[src/isaPkg.sv]
// Instruction field widths of the supported MIPS subset
// Primary opcode and function code encodings, first fetch address
`default_nettype none

package isaPkg;

    localparam int OpcodeWidth = 6;
    localparam int FunctWidth = 6;
    localparam int RegAddrWidth = 5;
    localparam int ShamtWidth = 5;
    localparam int ImmWidth = 16;
    localparam int JumpIndexWidth = 26;

    localparam logic [31:0] ResetPc = 32'h0000_3000;

    // Primary opcodes, bits 31:26
    typedef enum logic [OpcodeWidth-1:0] {
        OpSpecial = 6'h00,
        OpJ       = 6'h02,
        OpJal     = 6'h03,
        OpBeq     = 6'h04,
        OpBne     = 6'h05,
        OpAddiu   = 6'h09,
        OpOri     = 6'h0d,
        OpLui     = 6'h0f,
        OpLb      = 6'h20,
        OpLh      = 6'h21,
        OpLw      = 6'h23,
        OpLbu     = 6'h24,
        OpLhu     = 6'h25,
        OpSb      = 6'h28,
        OpSh      = 6'h29,
        OpSw      = 6'h2b
    } opcodeT;

    // Function codes of the special opcode
    typedef enum logic [FunctWidth-1:0] {
        FnSll  = 6'h00,
        FnJr   = 6'h08,
        FnAddu = 6'h21,
        FnSubu = 6'h23,
        FnAnd  = 6'h24,
        FnOr   = 6'h25,
        FnSlt  = 6'h2a
    } functT;

endpackage

`default_nettype wire

[src/pipePkg.sv]
// ALU and memory operation codes, result timing counts
// Pipeline register structs and the data bus request
`default_nettype none

package pipePkg;
    import isaPkg::*;

    typedef enum logic [3:0] {
        AluAdd, AluSub, AluAnd, AluOr, AluSlt, AluSll, AluLui
    } aluOpT;

    typedef enum logic [2:0] {
        MemNone, MemWord, MemHalfS, MemHalfU, MemByteS, MemByteU
    } memOpT;

    typedef logic [1:0] timeT;

    // Produce times, counted from the execute register
    localparam timeT TimeNow  = 2'd0;
    localparam timeT TimeAlu  = 2'd1;
    localparam timeT TimeLoad = 2'd2;

    // Use times, counted from decode
    localparam timeT UseBranch = 2'd0;
    localparam timeT UseAlu    = 2'd1;
    localparam timeT UseStore  = 2'd2;
    localparam timeT UseNone   = 2'd3;

    typedef struct packed {
        logic [31:0] instr;
        logic [31:0] pc;
    } ifIdRegT;

    typedef struct packed {
        logic [31:0]             pc;
        aluOpT                   aluOp;
        logic [31:0]             opA;
        logic [31:0]             opB;
        logic [RegAddrWidth-1:0] rs;
        logic [RegAddrWidth-1:0] rt;
        logic                    immSel;
        logic [31:0]             imm;
        logic [ShamtWidth-1:0]   shamt;
        memOpT                   memOp;
        logic                    store;
        logic [RegAddrWidth-1:0] dest;
        logic [31:0]             early;
        timeT                    tNew;
    } idExRegT;

    typedef struct packed {
        logic [31:0]             pc;
        logic [31:0]             aluResult;
        logic [31:0]             storeData;
        logic [RegAddrWidth-1:0] rt;
        memOpT                   memOp;
        logic                    store;
        logic [RegAddrWidth-1:0] dest;
        logic [31:0]             result;
        timeT                    tNew;
    } exMemRegT;

    typedef struct packed {
        logic [RegAddrWidth-1:0] dest;
        logic [31:0]             data;
    } memWbRegT;

    typedef struct packed {
        logic [31:0] pc;
        logic [31:0] addr;
        logic [31:0] wData;
        logic [3:0]  byteEn;
    } busReqT;

endpackage

`default_nettype wire

[src/cpu.sv]
// Pipelined core top level
// Fetch, decode, execute and memory stages, register file, hazard unit
`timescale 1ns/10ps
`default_nettype none

module cpu import isaPkg::*, pipePkg::*; (
    input  logic        clk,
    input  logic        reset,
    output logic [31:0] pc,
    output logic [31:0] brPc,
    output logic [31:0] brAddr,
    output logic [31:0] brWData,
    output logic [3:0]  brWe,
    input  logic [31:0] brRData,
    output logic [31:0] imPc,
    input  logic [31:0] imCode
);

    ifIdRegT                 ifId;
    idExRegT                 idEx;
    exMemRegT                exMem;
    memWbRegT                wb;
    busReqT                  busReq;
    logic                    stall;
    logic                    bubble;
    logic                    branchTaken;
    logic [31:0]             branchTarget;
    logic [RegAddrWidth-1:0] rdAddr1;
    logic [RegAddrWidth-1:0] rdAddr2;
    logic [31:0]             rdData1;
    logic [31:0]             rdData2;
    timeT                    useRs;
    timeT                    useRt;

    fetchStage uFetch (
        .clk(clk), .reset(reset), .stall(stall),
        .branchTaken(branchTaken), .branchTarget(branchTarget),
        .imPc(imPc), .imCode(imCode), .ifId(ifId)
    );

    decodeStage uDecode (
        .clk(clk), .reset(reset), .stall(stall), .bubble(bubble), .ifId(ifId),
        .rdAddr1(rdAddr1), .rdAddr2(rdAddr2), .rdData1(rdData1), .rdData2(rdData2),
        .exFwd(idEx), .memFwd(exMem),
        .branchTaken(branchTaken), .branchTarget(branchTarget),
        .useRs(useRs), .useRt(useRt), .idEx(idEx)
    );

    registerFile uRegs (
        .clk(clk), .reset(reset), .rdAddr1(rdAddr1), .rdAddr2(rdAddr2),
        .rdData1(rdData1), .rdData2(rdData2), .wb(wb)
    );

    executeStage uExecute (
        .clk(clk), .reset(reset), .idEx(idEx), .memFwd(exMem), .wb(wb), .exMem(exMem)
    );

    memoryStage uMemory (
        .clk(clk), .reset(reset), .exMem(exMem), .wbFwd(wb),
        .busReq(busReq), .brRData(brRData), .wb(wb)
    );

    hazardControl uHazard (
        .rsAddr(rdAddr1), .rtAddr(rdAddr2), .useRs(useRs), .useRt(useRt),
        .idEx(idEx), .exMem(exMem), .stall(stall), .bubble(bubble)
    );

    // Bridge side of the data bus
    assign pc      = exMem.pc;
    assign brPc    = busReq.pc;
    assign brAddr  = busReq.addr;
    assign brWData = busReq.wData;
    assign brWe    = busReq.byteEn;

endmodule

`default_nettype wire

[src/decodeStage.sv]
// Instruction decoder with use and produce times
// Operand forwarding, branch compare and jump targets
// Decode/execute pipeline register
`timescale 1ns/10ps
`default_nettype none

module decodeStage import isaPkg::*, pipePkg::*; (
    input  logic                    clk,
    input  logic                    reset,
    input  logic                    stall,
    input  logic                    bubble,
    input  ifIdRegT                 ifId,
    output logic [RegAddrWidth-1:0] rdAddr1,
    output logic [RegAddrWidth-1:0] rdAddr2,
    input  logic [31:0]             rdData1,
    input  logic [31:0]             rdData2,
    input  idExRegT                 exFwd,
    input  exMemRegT                memFwd,
    output logic                    branchTaken,
    output logic [31:0]             branchTarget,
    output timeT                    useRs,
    output timeT                    useRt,
    output idExRegT                 idEx
);

    opcodeT                    opcode;
    functT                     funct;
    logic [RegAddrWidth-1:0]   rs;
    logic [RegAddrWidth-1:0]   rt;
    logic [RegAddrWidth-1:0]   rd;
    logic [ImmWidth-1:0]       imm16;
    logic [JumpIndexWidth-1:0] jumpIndex;
    logic [31:0]               pcPlus4;
    logic [31:0]               rsVal;
    logic [31:0]               rtVal;
    logic                      signExt;
    logic                      taken;
    idExRegT                   next;

    assign opcode    = opcodeT'(ifId.instr[31 -: OpcodeWidth]);
    assign funct     = functT'(ifId.instr[FunctWidth-1:0]);
    assign rs        = ifId.instr[25 -: RegAddrWidth];
    assign rt        = ifId.instr[20 -: RegAddrWidth];
    assign rd        = ifId.instr[15 -: RegAddrWidth];
    assign imm16     = ifId.instr[ImmWidth-1:0];
    assign jumpIndex = ifId.instr[JumpIndexWidth-1:0];
    assign pcPlus4   = ifId.pc + 32'd4;
    assign rdAddr1   = rs;
    assign rdAddr2   = rt;

    // Youngest producer first; a result not yet ready is replaced later or stalled on
    function automatic logic [31:0] forward(input logic [RegAddrWidth-1:0] addr,
                                            input logic [31:0] regVal);
        if (exFwd.dest != '0 && exFwd.dest == addr) begin
            return exFwd.early;
        end else if (memFwd.dest != '0 && memFwd.dest == addr) begin
            return memFwd.result;
        end
        return regVal;
    endfunction

    always_comb begin
        rsVal        = forward(rs, rdData1);
        rtVal        = forward(rt, rdData2);
        next         = '0;
        next.pc      = ifId.pc;
        next.aluOp   = AluAdd;
        next.opA     = rsVal;
        next.opB     = rtVal;
        next.rs      = rs;
        next.rt      = rt;
        next.shamt   = ifId.instr[10 -: ShamtWidth];
        next.memOp   = MemNone;
        next.tNew    = TimeAlu;
        signExt      = 1'b1;
        taken        = 1'b0;
        branchTarget = pcPlus4 + {{14{imm16[ImmWidth-1]}}, imm16, 2'b00};
        useRs        = UseNone;
        useRt        = UseNone;

        case (opcode)
            OpSpecial: begin
                useRs     = UseAlu;
                useRt     = UseAlu;
                next.dest = rd;
                case (funct)
                    FnAddu: next.aluOp = AluAdd;
                    FnSubu: next.aluOp = AluSub;
                    FnAnd:  next.aluOp = AluAnd;
                    FnOr:   next.aluOp = AluOr;
                    FnSlt:  next.aluOp = AluSlt;
                    FnSll: begin
                        next.aluOp = AluSll;
                        useRs      = UseNone;
                    end
                    FnJr: begin
                        next.dest    = '0;
                        useRs        = UseBranch;
                        useRt        = UseNone;
                        taken        = 1'b1;
                        branchTarget = rsVal;
                    end
                    default: next.dest = '0;
                endcase
            end
            OpJ, OpJal: begin
                taken        = 1'b1;
                branchTarget = {pcPlus4[31:28], jumpIndex, 2'b00};
                if (opcode == OpJal) begin
                    // Link address is known here, so it is ready at once
                    next.dest  = 5'd31;
                    next.early = pcPlus4 + 32'd4;
                    next.tNew  = TimeNow;
                end
            end
            OpBeq, OpBne: begin
                useRs = UseBranch;
                useRt = UseBranch;
                taken = (rsVal == rtVal) ^ (opcode == OpBne);
            end
            OpAddiu, OpOri, OpLui: begin
                useRs       = (opcode == OpLui) ? UseNone : UseAlu;
                signExt     = (opcode == OpAddiu);
                next.immSel = 1'b1;
                next.dest   = rt;
                next.aluOp  = (opcode == OpAddiu) ? AluAdd :
                              (opcode == OpOri) ? AluOr : AluLui;
            end
            OpLw, OpLh, OpLhu, OpLb, OpLbu: begin
                useRs       = UseAlu;
                next.immSel = 1'b1;
                next.dest   = rt;
                next.tNew   = TimeLoad;
                next.memOp  = (opcode == OpLw) ? MemWord :
                              (opcode == OpLh) ? MemHalfS :
                              (opcode == OpLhu) ? MemHalfU :
                              (opcode == OpLb) ? MemByteS : MemByteU;
            end
            OpSw, OpSh, OpSb: begin
                useRs       = UseAlu;
                useRt       = UseStore;
                next.immSel = 1'b1;
                next.store  = 1'b1;
                next.memOp  = (opcode == OpSw) ? MemWord :
                              (opcode == OpSh) ? MemHalfU : MemByteU;
            end
            default: ;
        endcase

        next.imm = signExt ? {{16{imm16[ImmWidth-1]}}, imm16} : {16'h0000, imm16};
    end

    // A stalled branch waits for its operands before redirecting
    assign branchTaken = taken && !stall;

    always_ff @(posedge clk) begin
        if (reset || bubble) begin
            idEx <= '0;
        end else begin
            idEx <= next;
        end
    end

endmodule

`default_nettype wire

[src/executeStage.sv]
// ALU with operand forwarding from memory and writeback
// Execute/memory pipeline register
`timescale 1ns/10ps
`default_nettype none

module executeStage import pipePkg::*; (
    input  logic     clk,
    input  logic     reset,
    input  idExRegT  idEx,
    input  exMemRegT memFwd,
    input  memWbRegT wb,
    output exMemRegT exMem
);

    logic [31:0] rsVal;
    logic [31:0] rtVal;
    logic [31:0] srcB;
    logic [31:0] aluOut;
    exMemRegT    next;

    function automatic logic [31:0] forward(input logic [4:0] addr,
                                            input logic [31:0] decodeVal);
        if (memFwd.dest != '0 && memFwd.dest == addr) begin
            return memFwd.result;
        end else if (wb.dest != '0 && wb.dest == addr) begin
            return wb.data;
        end
        return decodeVal;
    endfunction

    always_comb begin
        rsVal = forward(idEx.rs, idEx.opA);
        rtVal = forward(idEx.rt, idEx.opB);
        srcB  = idEx.immSel ? idEx.imm : rtVal;

        case (idEx.aluOp)
            AluAdd:  aluOut = rsVal + srcB;
            AluSub:  aluOut = rsVal - srcB;
            AluAnd:  aluOut = rsVal & srcB;
            AluOr:   aluOut = rsVal | srcB;
            AluSlt:  aluOut = {31'd0, $signed(rsVal) < $signed(srcB)};
            AluSll:  aluOut = srcB << idEx.shamt;
            AluLui:  aluOut = {srcB[15:0], 16'h0000};
            default: aluOut = '0;
        endcase

        next.pc        = idEx.pc;
        next.aluResult = aluOut;
        next.storeData = rtVal;
        next.rt        = idEx.rt;
        next.memOp     = idEx.memOp;
        next.store     = idEx.store;
        next.dest      = idEx.dest;
        // jal keeps its link address
        next.result    = (idEx.tNew == TimeNow) ? idEx.early : aluOut;
        next.tNew      = (idEx.tNew == TimeNow) ? TimeNow : idEx.tNew - 2'd1;
    end

    always_ff @(posedge clk) begin
        if (reset) begin
            exMem <= '0;
        end else begin
            exMem <= next;
        end
    end

endmodule

`default_nettype wire

[src/fetchStage.sv]
// Program counter with next-address select
// Fetch/decode pipeline register
`timescale 1ns/10ps
`default_nettype none

module fetchStage import isaPkg::*, pipePkg::*; (
    input  logic        clk,
    input  logic        reset,
    input  logic        stall,
    input  logic        branchTaken,
    input  logic [31:0] branchTarget,
    output logic [31:0] imPc,
    input  logic [31:0] imCode,
    output ifIdRegT     ifId
);

    logic [31:0] pc;
    logic [31:0] pcNext;

    assign imPc = pc;

    // Decode redirects after the delay slot has been fetched
    assign pcNext = branchTaken ? branchTarget : pc + 32'd4;

    always_ff @(posedge clk) begin
        if (reset) begin
            pc   <= ResetPc;
            ifId <= '0;
        end else if (!stall) begin
            pc         <= pcNext;
            ifId.instr <= imCode;
            ifId.pc    <= pc;
        end
    end

endmodule

`default_nettype wire

[src/hazardControl.sv]
// Stall and bubble control from register use and produce times
`timescale 1ns/10ps
`default_nettype none

module hazardControl import isaPkg::*, pipePkg::*; (
    input  logic [RegAddrWidth-1:0] rsAddr,
    input  logic [RegAddrWidth-1:0] rtAddr,
    input  timeT                    useRs,
    input  timeT                    useRt,
    input  idExRegT                 idEx,
    input  exMemRegT                exMem,
    output logic                    stall,
    output logic                    bubble
);

    // Producer result arrives later than the source is needed
    function automatic logic waits(input logic [RegAddrWidth-1:0] src,
                                   input timeT useTime,
                                   input logic [RegAddrWidth-1:0] dest,
                                   input timeT tNew);
        return src != '0 && src == dest && tNew > useTime;
    endfunction

    assign stall = waits(rsAddr, useRs, idEx.dest, idEx.tNew)
                || waits(rtAddr, useRt, idEx.dest, idEx.tNew)
                || waits(rsAddr, useRs, exMem.dest, exMem.tNew)
                || waits(rtAddr, useRt, exMem.dest, exMem.tNew);

    // The held instruction leaves an empty slot behind in execute
    assign bubble = stall;

endmodule

`default_nettype wire

[src/memoryStage.sv]
// Store lane alignment and byte enables on the data bus
// Load extraction with sign or zero extension
// Memory/writeback pipeline register
`timescale 1ns/10ps
`default_nettype none

module memoryStage import pipePkg::*; (
    input  logic        clk,
    input  logic        reset,
    input  exMemRegT    exMem,
    input  memWbRegT    wbFwd,
    output busReqT      busReq,
    input  logic [31:0] brRData,
    output memWbRegT    wb
);

    logic [31:0] storeVal;
    logic [4:0]  laneShift;
    logic [3:0]  laneMask;
    logic [31:0] loadShift;
    logic [31:0] loadVal;

    always_comb begin
        // Store data may still come from a load now in writeback
        storeVal  = (wbFwd.dest != '0 && wbFwd.dest == exMem.rt) ? wbFwd.data
                                                                 : exMem.storeData;
        laneShift = {exMem.aluResult[1:0], 3'b000};

        case (exMem.memOp)
            MemWord:            laneMask = 4'b1111;
            MemHalfS, MemHalfU: laneMask = 4'b0011;
            MemByteS, MemByteU: laneMask = 4'b0001;
            default:            laneMask = 4'b0000;
        endcase

        busReq.pc     = exMem.pc;
        busReq.addr   = exMem.aluResult;
        busReq.wData  = storeVal << laneShift;
        busReq.byteEn = exMem.store ? laneMask << exMem.aluResult[1:0] : 4'b0000;

        // Addressed byte or half moved down to bit 0
        loadShift = brRData >> laneShift;
        case (exMem.memOp)
            MemWord:  loadVal = brRData;
            MemHalfS: loadVal = {{16{loadShift[15]}}, loadShift[15:0]};
            MemHalfU: loadVal = {16'h0000, loadShift[15:0]};
            MemByteS: loadVal = {{24{loadShift[7]}}, loadShift[7:0]};
            MemByteU: loadVal = {24'h000000, loadShift[7:0]};
            default:  loadVal = exMem.result;
        endcase
    end

    always_ff @(posedge clk) begin
        if (reset) begin
            wb <= '0;
        end else begin
            wb.dest <= exMem.dest;
            wb.data <= loadVal;
        end
    end

endmodule

`default_nettype wire

[src/registerFile.sv]
// General register file, registers 1 to 31
// Same-cycle write bypass to both read ports
`timescale 1ns/10ps
`default_nettype none

module registerFile import isaPkg::*, pipePkg::*; (
    input  logic                    clk,
    input  logic                    reset,
    input  logic [RegAddrWidth-1:0] rdAddr1,
    input  logic [RegAddrWidth-1:0] rdAddr2,
    output logic [31:0]             rdData1,
    output logic [31:0]             rdData2,
    input  memWbRegT                wb
);

    logic [31:0] regs [1:31];

    function automatic logic [31:0] readPort(input logic [RegAddrWidth-1:0] addr);
        if (addr == '0) begin
            return 32'd0;
        end else if (addr == wb.dest) begin
            return wb.data;
        end
        return regs[addr];
    endfunction

    always_comb begin
        rdData1 = readPort(rdAddr1);
        rdData2 = readPort(rdAddr2);
    end

    always_ff @(posedge clk) begin
        if (reset) begin
            for (int i = 1; i < 32; i++) begin
                regs[i] <= '0;
            end
        end else if (wb.dest != '0) begin
            regs[wb.dest] <= wb.data;
        end
    end

endmodule

`default_nettype wire

[config.mk]
export PLATFORM = sky130hd
export DESIGN_NAME = cpu
export DESIGN_NICKNAME = d
export VERILOG_FILES = /design/src/isaPkg.sv /design/src/pipePkg.sv /design/src/cpu.sv /design/src/decodeStage.sv /design/src/executeStage.sv /design/src/fetchStage.sv /design/src/hazardControl.sv /design/src/memoryStage.sv /design/src/registerFile.sv
export SDC_FILE = /design/constraint.sdc
export NUM_CORES = 2
export LEC_CHECK = 0
export BUFFER_PORTS_ARGS = -buffer_cell sky130_fd_sc_hd__clkbuf_2
export CELL_PAD_IN_SITES_DETAIL_PLACEMENT = 0
export CELL_PAD_IN_SITES_GLOBAL_PLACEMENT = 1
export CORE_ASPECT_RATIO = 1.25
export CORE_MARGIN = 2
export CORE_UTILIZATION = 45
export DETAILED_ROUTE_END_ITERATION = 12
export PLACE_DENSITY_LB_ADDON = 0.1
export SETUP_SLACK_MARGIN = 0.1
export SYNTH_ARGS = -nofsm -noshare
export SYNTH_HDL_FRONTEND = slang
export SYNTH_SLANG_ARGS = --single-unit
[constraint.sdc]
create_clock -name clk -period 10 [get_ports clk]
set_input_delay 1 -clock clk [delete_from_list [all_inputs] [get_ports clk]]
set_output_delay 1 -clock clk [all_outputs]
set_load 0.05 [all_outputs]
==> run metrics <==
largest net degree at the start of global routing 90; remaining global-route overflow 0; CTS max path bufs 3; CP Class reg2reg; minimum clock period 7580 ps; CP arrival 8300 ps; Hold WC Path Type in2reg; number of global-route vias before repair 64,700; H-tree depth 4; post_cts resized 0; DRC 0; number of CTS-inserted buffers 161; Port Buffers 229; drt total wl 357 mm; clock slew at reported path FFs 70 ps; routed wire length per instance 35.2 µm; Total Neg Setup Slack 0 ps; Crit-path slowest cell nor4_1; Post-DP HPWL 243 mm; multiplexer share of the synthesized area 18.1%; crit path cell chain or4_1 -> o211ai_1 -> buf_4 -> or2_1 -> a31oi_1 -> mux2i_1 -> fa_1 -> o21bai_1 -> a21oi_1 -> o21ai_0 -> nor3b_1 -> o211a_1 -> nor4_1 -> o41ai_1 -> o21a_1 -> or2_2 -> a21boi_0 -> a2bb2oi_1 -> o311a_1; final-report hold violation count 0; Synth Cell Area approximately 86,000 µm²; Post-CTS Setup Inserts 0; Rel. slew slack -6.43%; fin util 49.7%; combinational family with the most area after synthesis multiplexers; post-route design area 94,700 µm²; main flop type after synthesis edfxtp_1; # nets final 7,678; Leak Pwr ~0.035 µW; RSZ-0062 raised after global routing false; Syn Inst Count 7,599; Post-DRT Antenna Nets 0; post-synthesis xor/xnor area fraction 1.78%; run status finished with violations; Pwr Density 250 nW/µm²; Root Buffer clkbuf_16; area post-placement 89,400 µm²; Synth Area in Simple Gates 15.7%; Peak VDD IR 0.000176 V; CP required 10,730 ps; post-synthesis adder-cell area fraction 2.28%; routed vias/inst 6.45; drt first pass iters 8; Final Cycle Share around 76%; CTS tree built; Largest stage delay, worst path 930 ps; Post-synth ARST share 0%; GP Congestion 0.994; CP top delay family simple AND/OR/NAND/NOR gates; worst slew pin tran 1580 ps; Vias 65,500; fin. max-slew vios 4; Compound-Gate Fraction of Synth Area 10.5%; post-synthesis sequential area ratio about 46%; FMAX 132 MHz; global-route wire length before repair 497 mm; Sink Count around 1,500; Area Overhead vs Synth 9.92%; Critical Path Sink Type register; Post-synth EDFFs between 1,000 and 1,500; initial antenna violation count 24; Startpoint Class register; Final setup viols 0; synthesis-stage register bit count roughly 1,500; clk_lat worst skew 840 ps; hold_ws about 400 ps; Die Span X 395 µm; worst-path fanout max 32; distinct cell type count after synthesis 93; count of buffer and inverter cells on the critical path 1; Core Box Area 190,000 µm²; Initial Util approximately 45%; FF-to-FF setup slack between 2000 and 2500 ps; failing checks max-capacitance violations, max-slew violations; drt first-iter violations 7,449; GR Util All Layers 36.0%; yosys warns 0; Fillers 17,000; Worst Clk Skew between 30 and 40 ps; average size of a mapped cell 11.3 µm²; die height 493 µm; Max-cap violations 2; IO Pins 230; die area 195,000 µm²; layout cells sized above 1 19.3%; Post-CTS Hold Buffers 0; Rows 179
registers in the layout, summed over array words and instances, names as in the netlist, named ones only:
name	count
uFetch.ifId	64
uDecode.idEx	170
uRegs.regs	1024
uMemory.wb	37
uFetch.imPc	32
uExecute.exMem	144
kinds of logic after synthesis:
| logic type | after synthesis |
|---|---|
| AND/OR/NAND/NOR | 2497 |
| flip-flops | 1481 |
| AO/OA/AOI/OAI | 1367 |
| buffers and inverters | 1017 |
| multiplexers | 906 |
| XOR/XNOR | 175 |
| adder cells (fa/ha/maj) | 155 |
| other | 1 |
report_power, final:
part           switching [µW]  internal [µW]  leakage (µW)  total, µW
clock                    2690           3350       0.00255       6040
combinational            6730           3180        0.0185       9910
sequential                676           7080        0.0143       7750
total                   10100          13600        0.0354      23700
layer usage:
| metal | vias to the layer above | part of all wire, % | GRT usage (%) |
|---|---|---|---|
| met3 | 1067 | 7.6 | 7.38 |
| met2 | 3344 | 49 | 60.3 |
| met4 | 18 | 7.9 | 24.0 |
| met1 | 33200 | 36 | 41.8 |
| li1 | 27800 | - | - |
| met5 | - | 0.035 | 0 |
final cells by class:
| type | count | area [µm²] | share of cell area [%] |
|---|---|---|---|
| Antenna cell | 16 | 40.0 | 0.0423 |
| Clock buffer | 201 | 4310 | 4.56 |
| Clock inverter | 98 | 916 | 0.967 |
| Inverter | 192 | 729 | 0.770 |
| Multi-Input combinational cell | 5132 | 42400 | 44.7 |
| Sequential cell | 1481 | 39900 | 42.2 |
| Tap cell | 2534 | 3170 | 3.35 |
| Timing Repair Buffer | 489 | 3230 | 3.41 |
cells in the final DEF, fill, tap and decap left out, types with 25 or more instances in the layout:
cell type	instances
a211o_1	50
a211oi_1	103
a21o_1	35
a21oi_1	327
a221oi_1	53
a22oi_1	40
a31oi_1	81
and2_1	1040
and3_1	125
buf_4	250
clkbuf_1	29
clkbuf_16	164
clkbuf_2	229
clkinv_1	40
clkinv_2	25
conb_1	32
dfxtp_1	444
edfxtp_1	1024
ha_1	152
inv_1	181
mux2_2	77
mux2i_1	312
mux4_2	517
nand2_1	404
nand2b_1	27
nand3_1	134
nand4_1	63
nor2_1	335
nor2b_1	85
nor3_1	105
nor4_1	43
o211ai_1	54
o21ai_0	226
o21ai_4	31
o21bai_1	37
o22ai_1	89
xnor2_1	113
xor2_1	62
stage by stage:
stage / setup WS, ps / cells / power (µW)
4_1_cts: 2650 / 10100 / 23500
2_1_floorplan: 4510 / 7630 / 13700
3_3_place_gp: 2440 / 9825 / 17500
5_1_grt: 2060 / 10100 / 24400
3_5_place_dp: 2660 / 9828 / 17500
6_report: 2420 / 10100 / 23700
cells in the mapped netlist (54+ instances only):
master	instances	area, µm²
xor2_1	62	543
a211oi_1	103	773
nand4_1	63	394
inv_1	182	683
buf_2	84	420
xnor2_1	113	990
clkbuf_1	518	1940
mux4_2	517	11600
mux2_2	77	867
a21oi_1	328	1640
nor3_1	108	541
nor2_1	368	1380
nand2_1	405	1520
and3_1	126	788
o21ai_0	263	1320
dfxtp_1	457	9150
o22ai_1	89	557
mux2i_1	312	3120
and2_1	1040	6510
buf_4	131	983
buf_1	66	248
o211ai_1	54	405
a31oi_1	83	519
nor2b_1	85	532
edfxtp_1	1024	30700
ha_1	152	1900
nand3_1	136	681
worst register-to-register path, stage by stage, from the launching register on:
cell and delay, ps:
dfxtp_1 400, or4_1 560, o211ai_1 470, buf_4 430, or2_1 740, a31oi_1 290, mux2i_1 780, fa_1 400
o21bai_1 100, a21oi_1 310, o21ai_0 170, nor3b_1 200, o211a_1 290, nor4_1 930, o41ai_1 220, o21a_1 260
or2_2 320, a21boi_0 180, a2bb2oi_1 110, o311a_1 340
worst paths after layout:
path,to,start,cells after the start
setup / recovery,uExecute.exMem[28]$_SDFF_PP0_,uExecute.exMem[36]$_SDFF_PP0_,19
hold / removal,uFetch.ifId[46]$_SDFFE_PP0N_,imCode[14],3
setup reg to reg,uExecute.exMem[28]$_SDFF_PP0_,uExecute.exMem[36]$_SDFF_PP0_,19
hold reg to reg,uExecute.exMem[0]$_SDFF_PP0_,uDecode.idEx[0]$_SDFF_PP0_,1
Power figures use the tool's default switching activity.
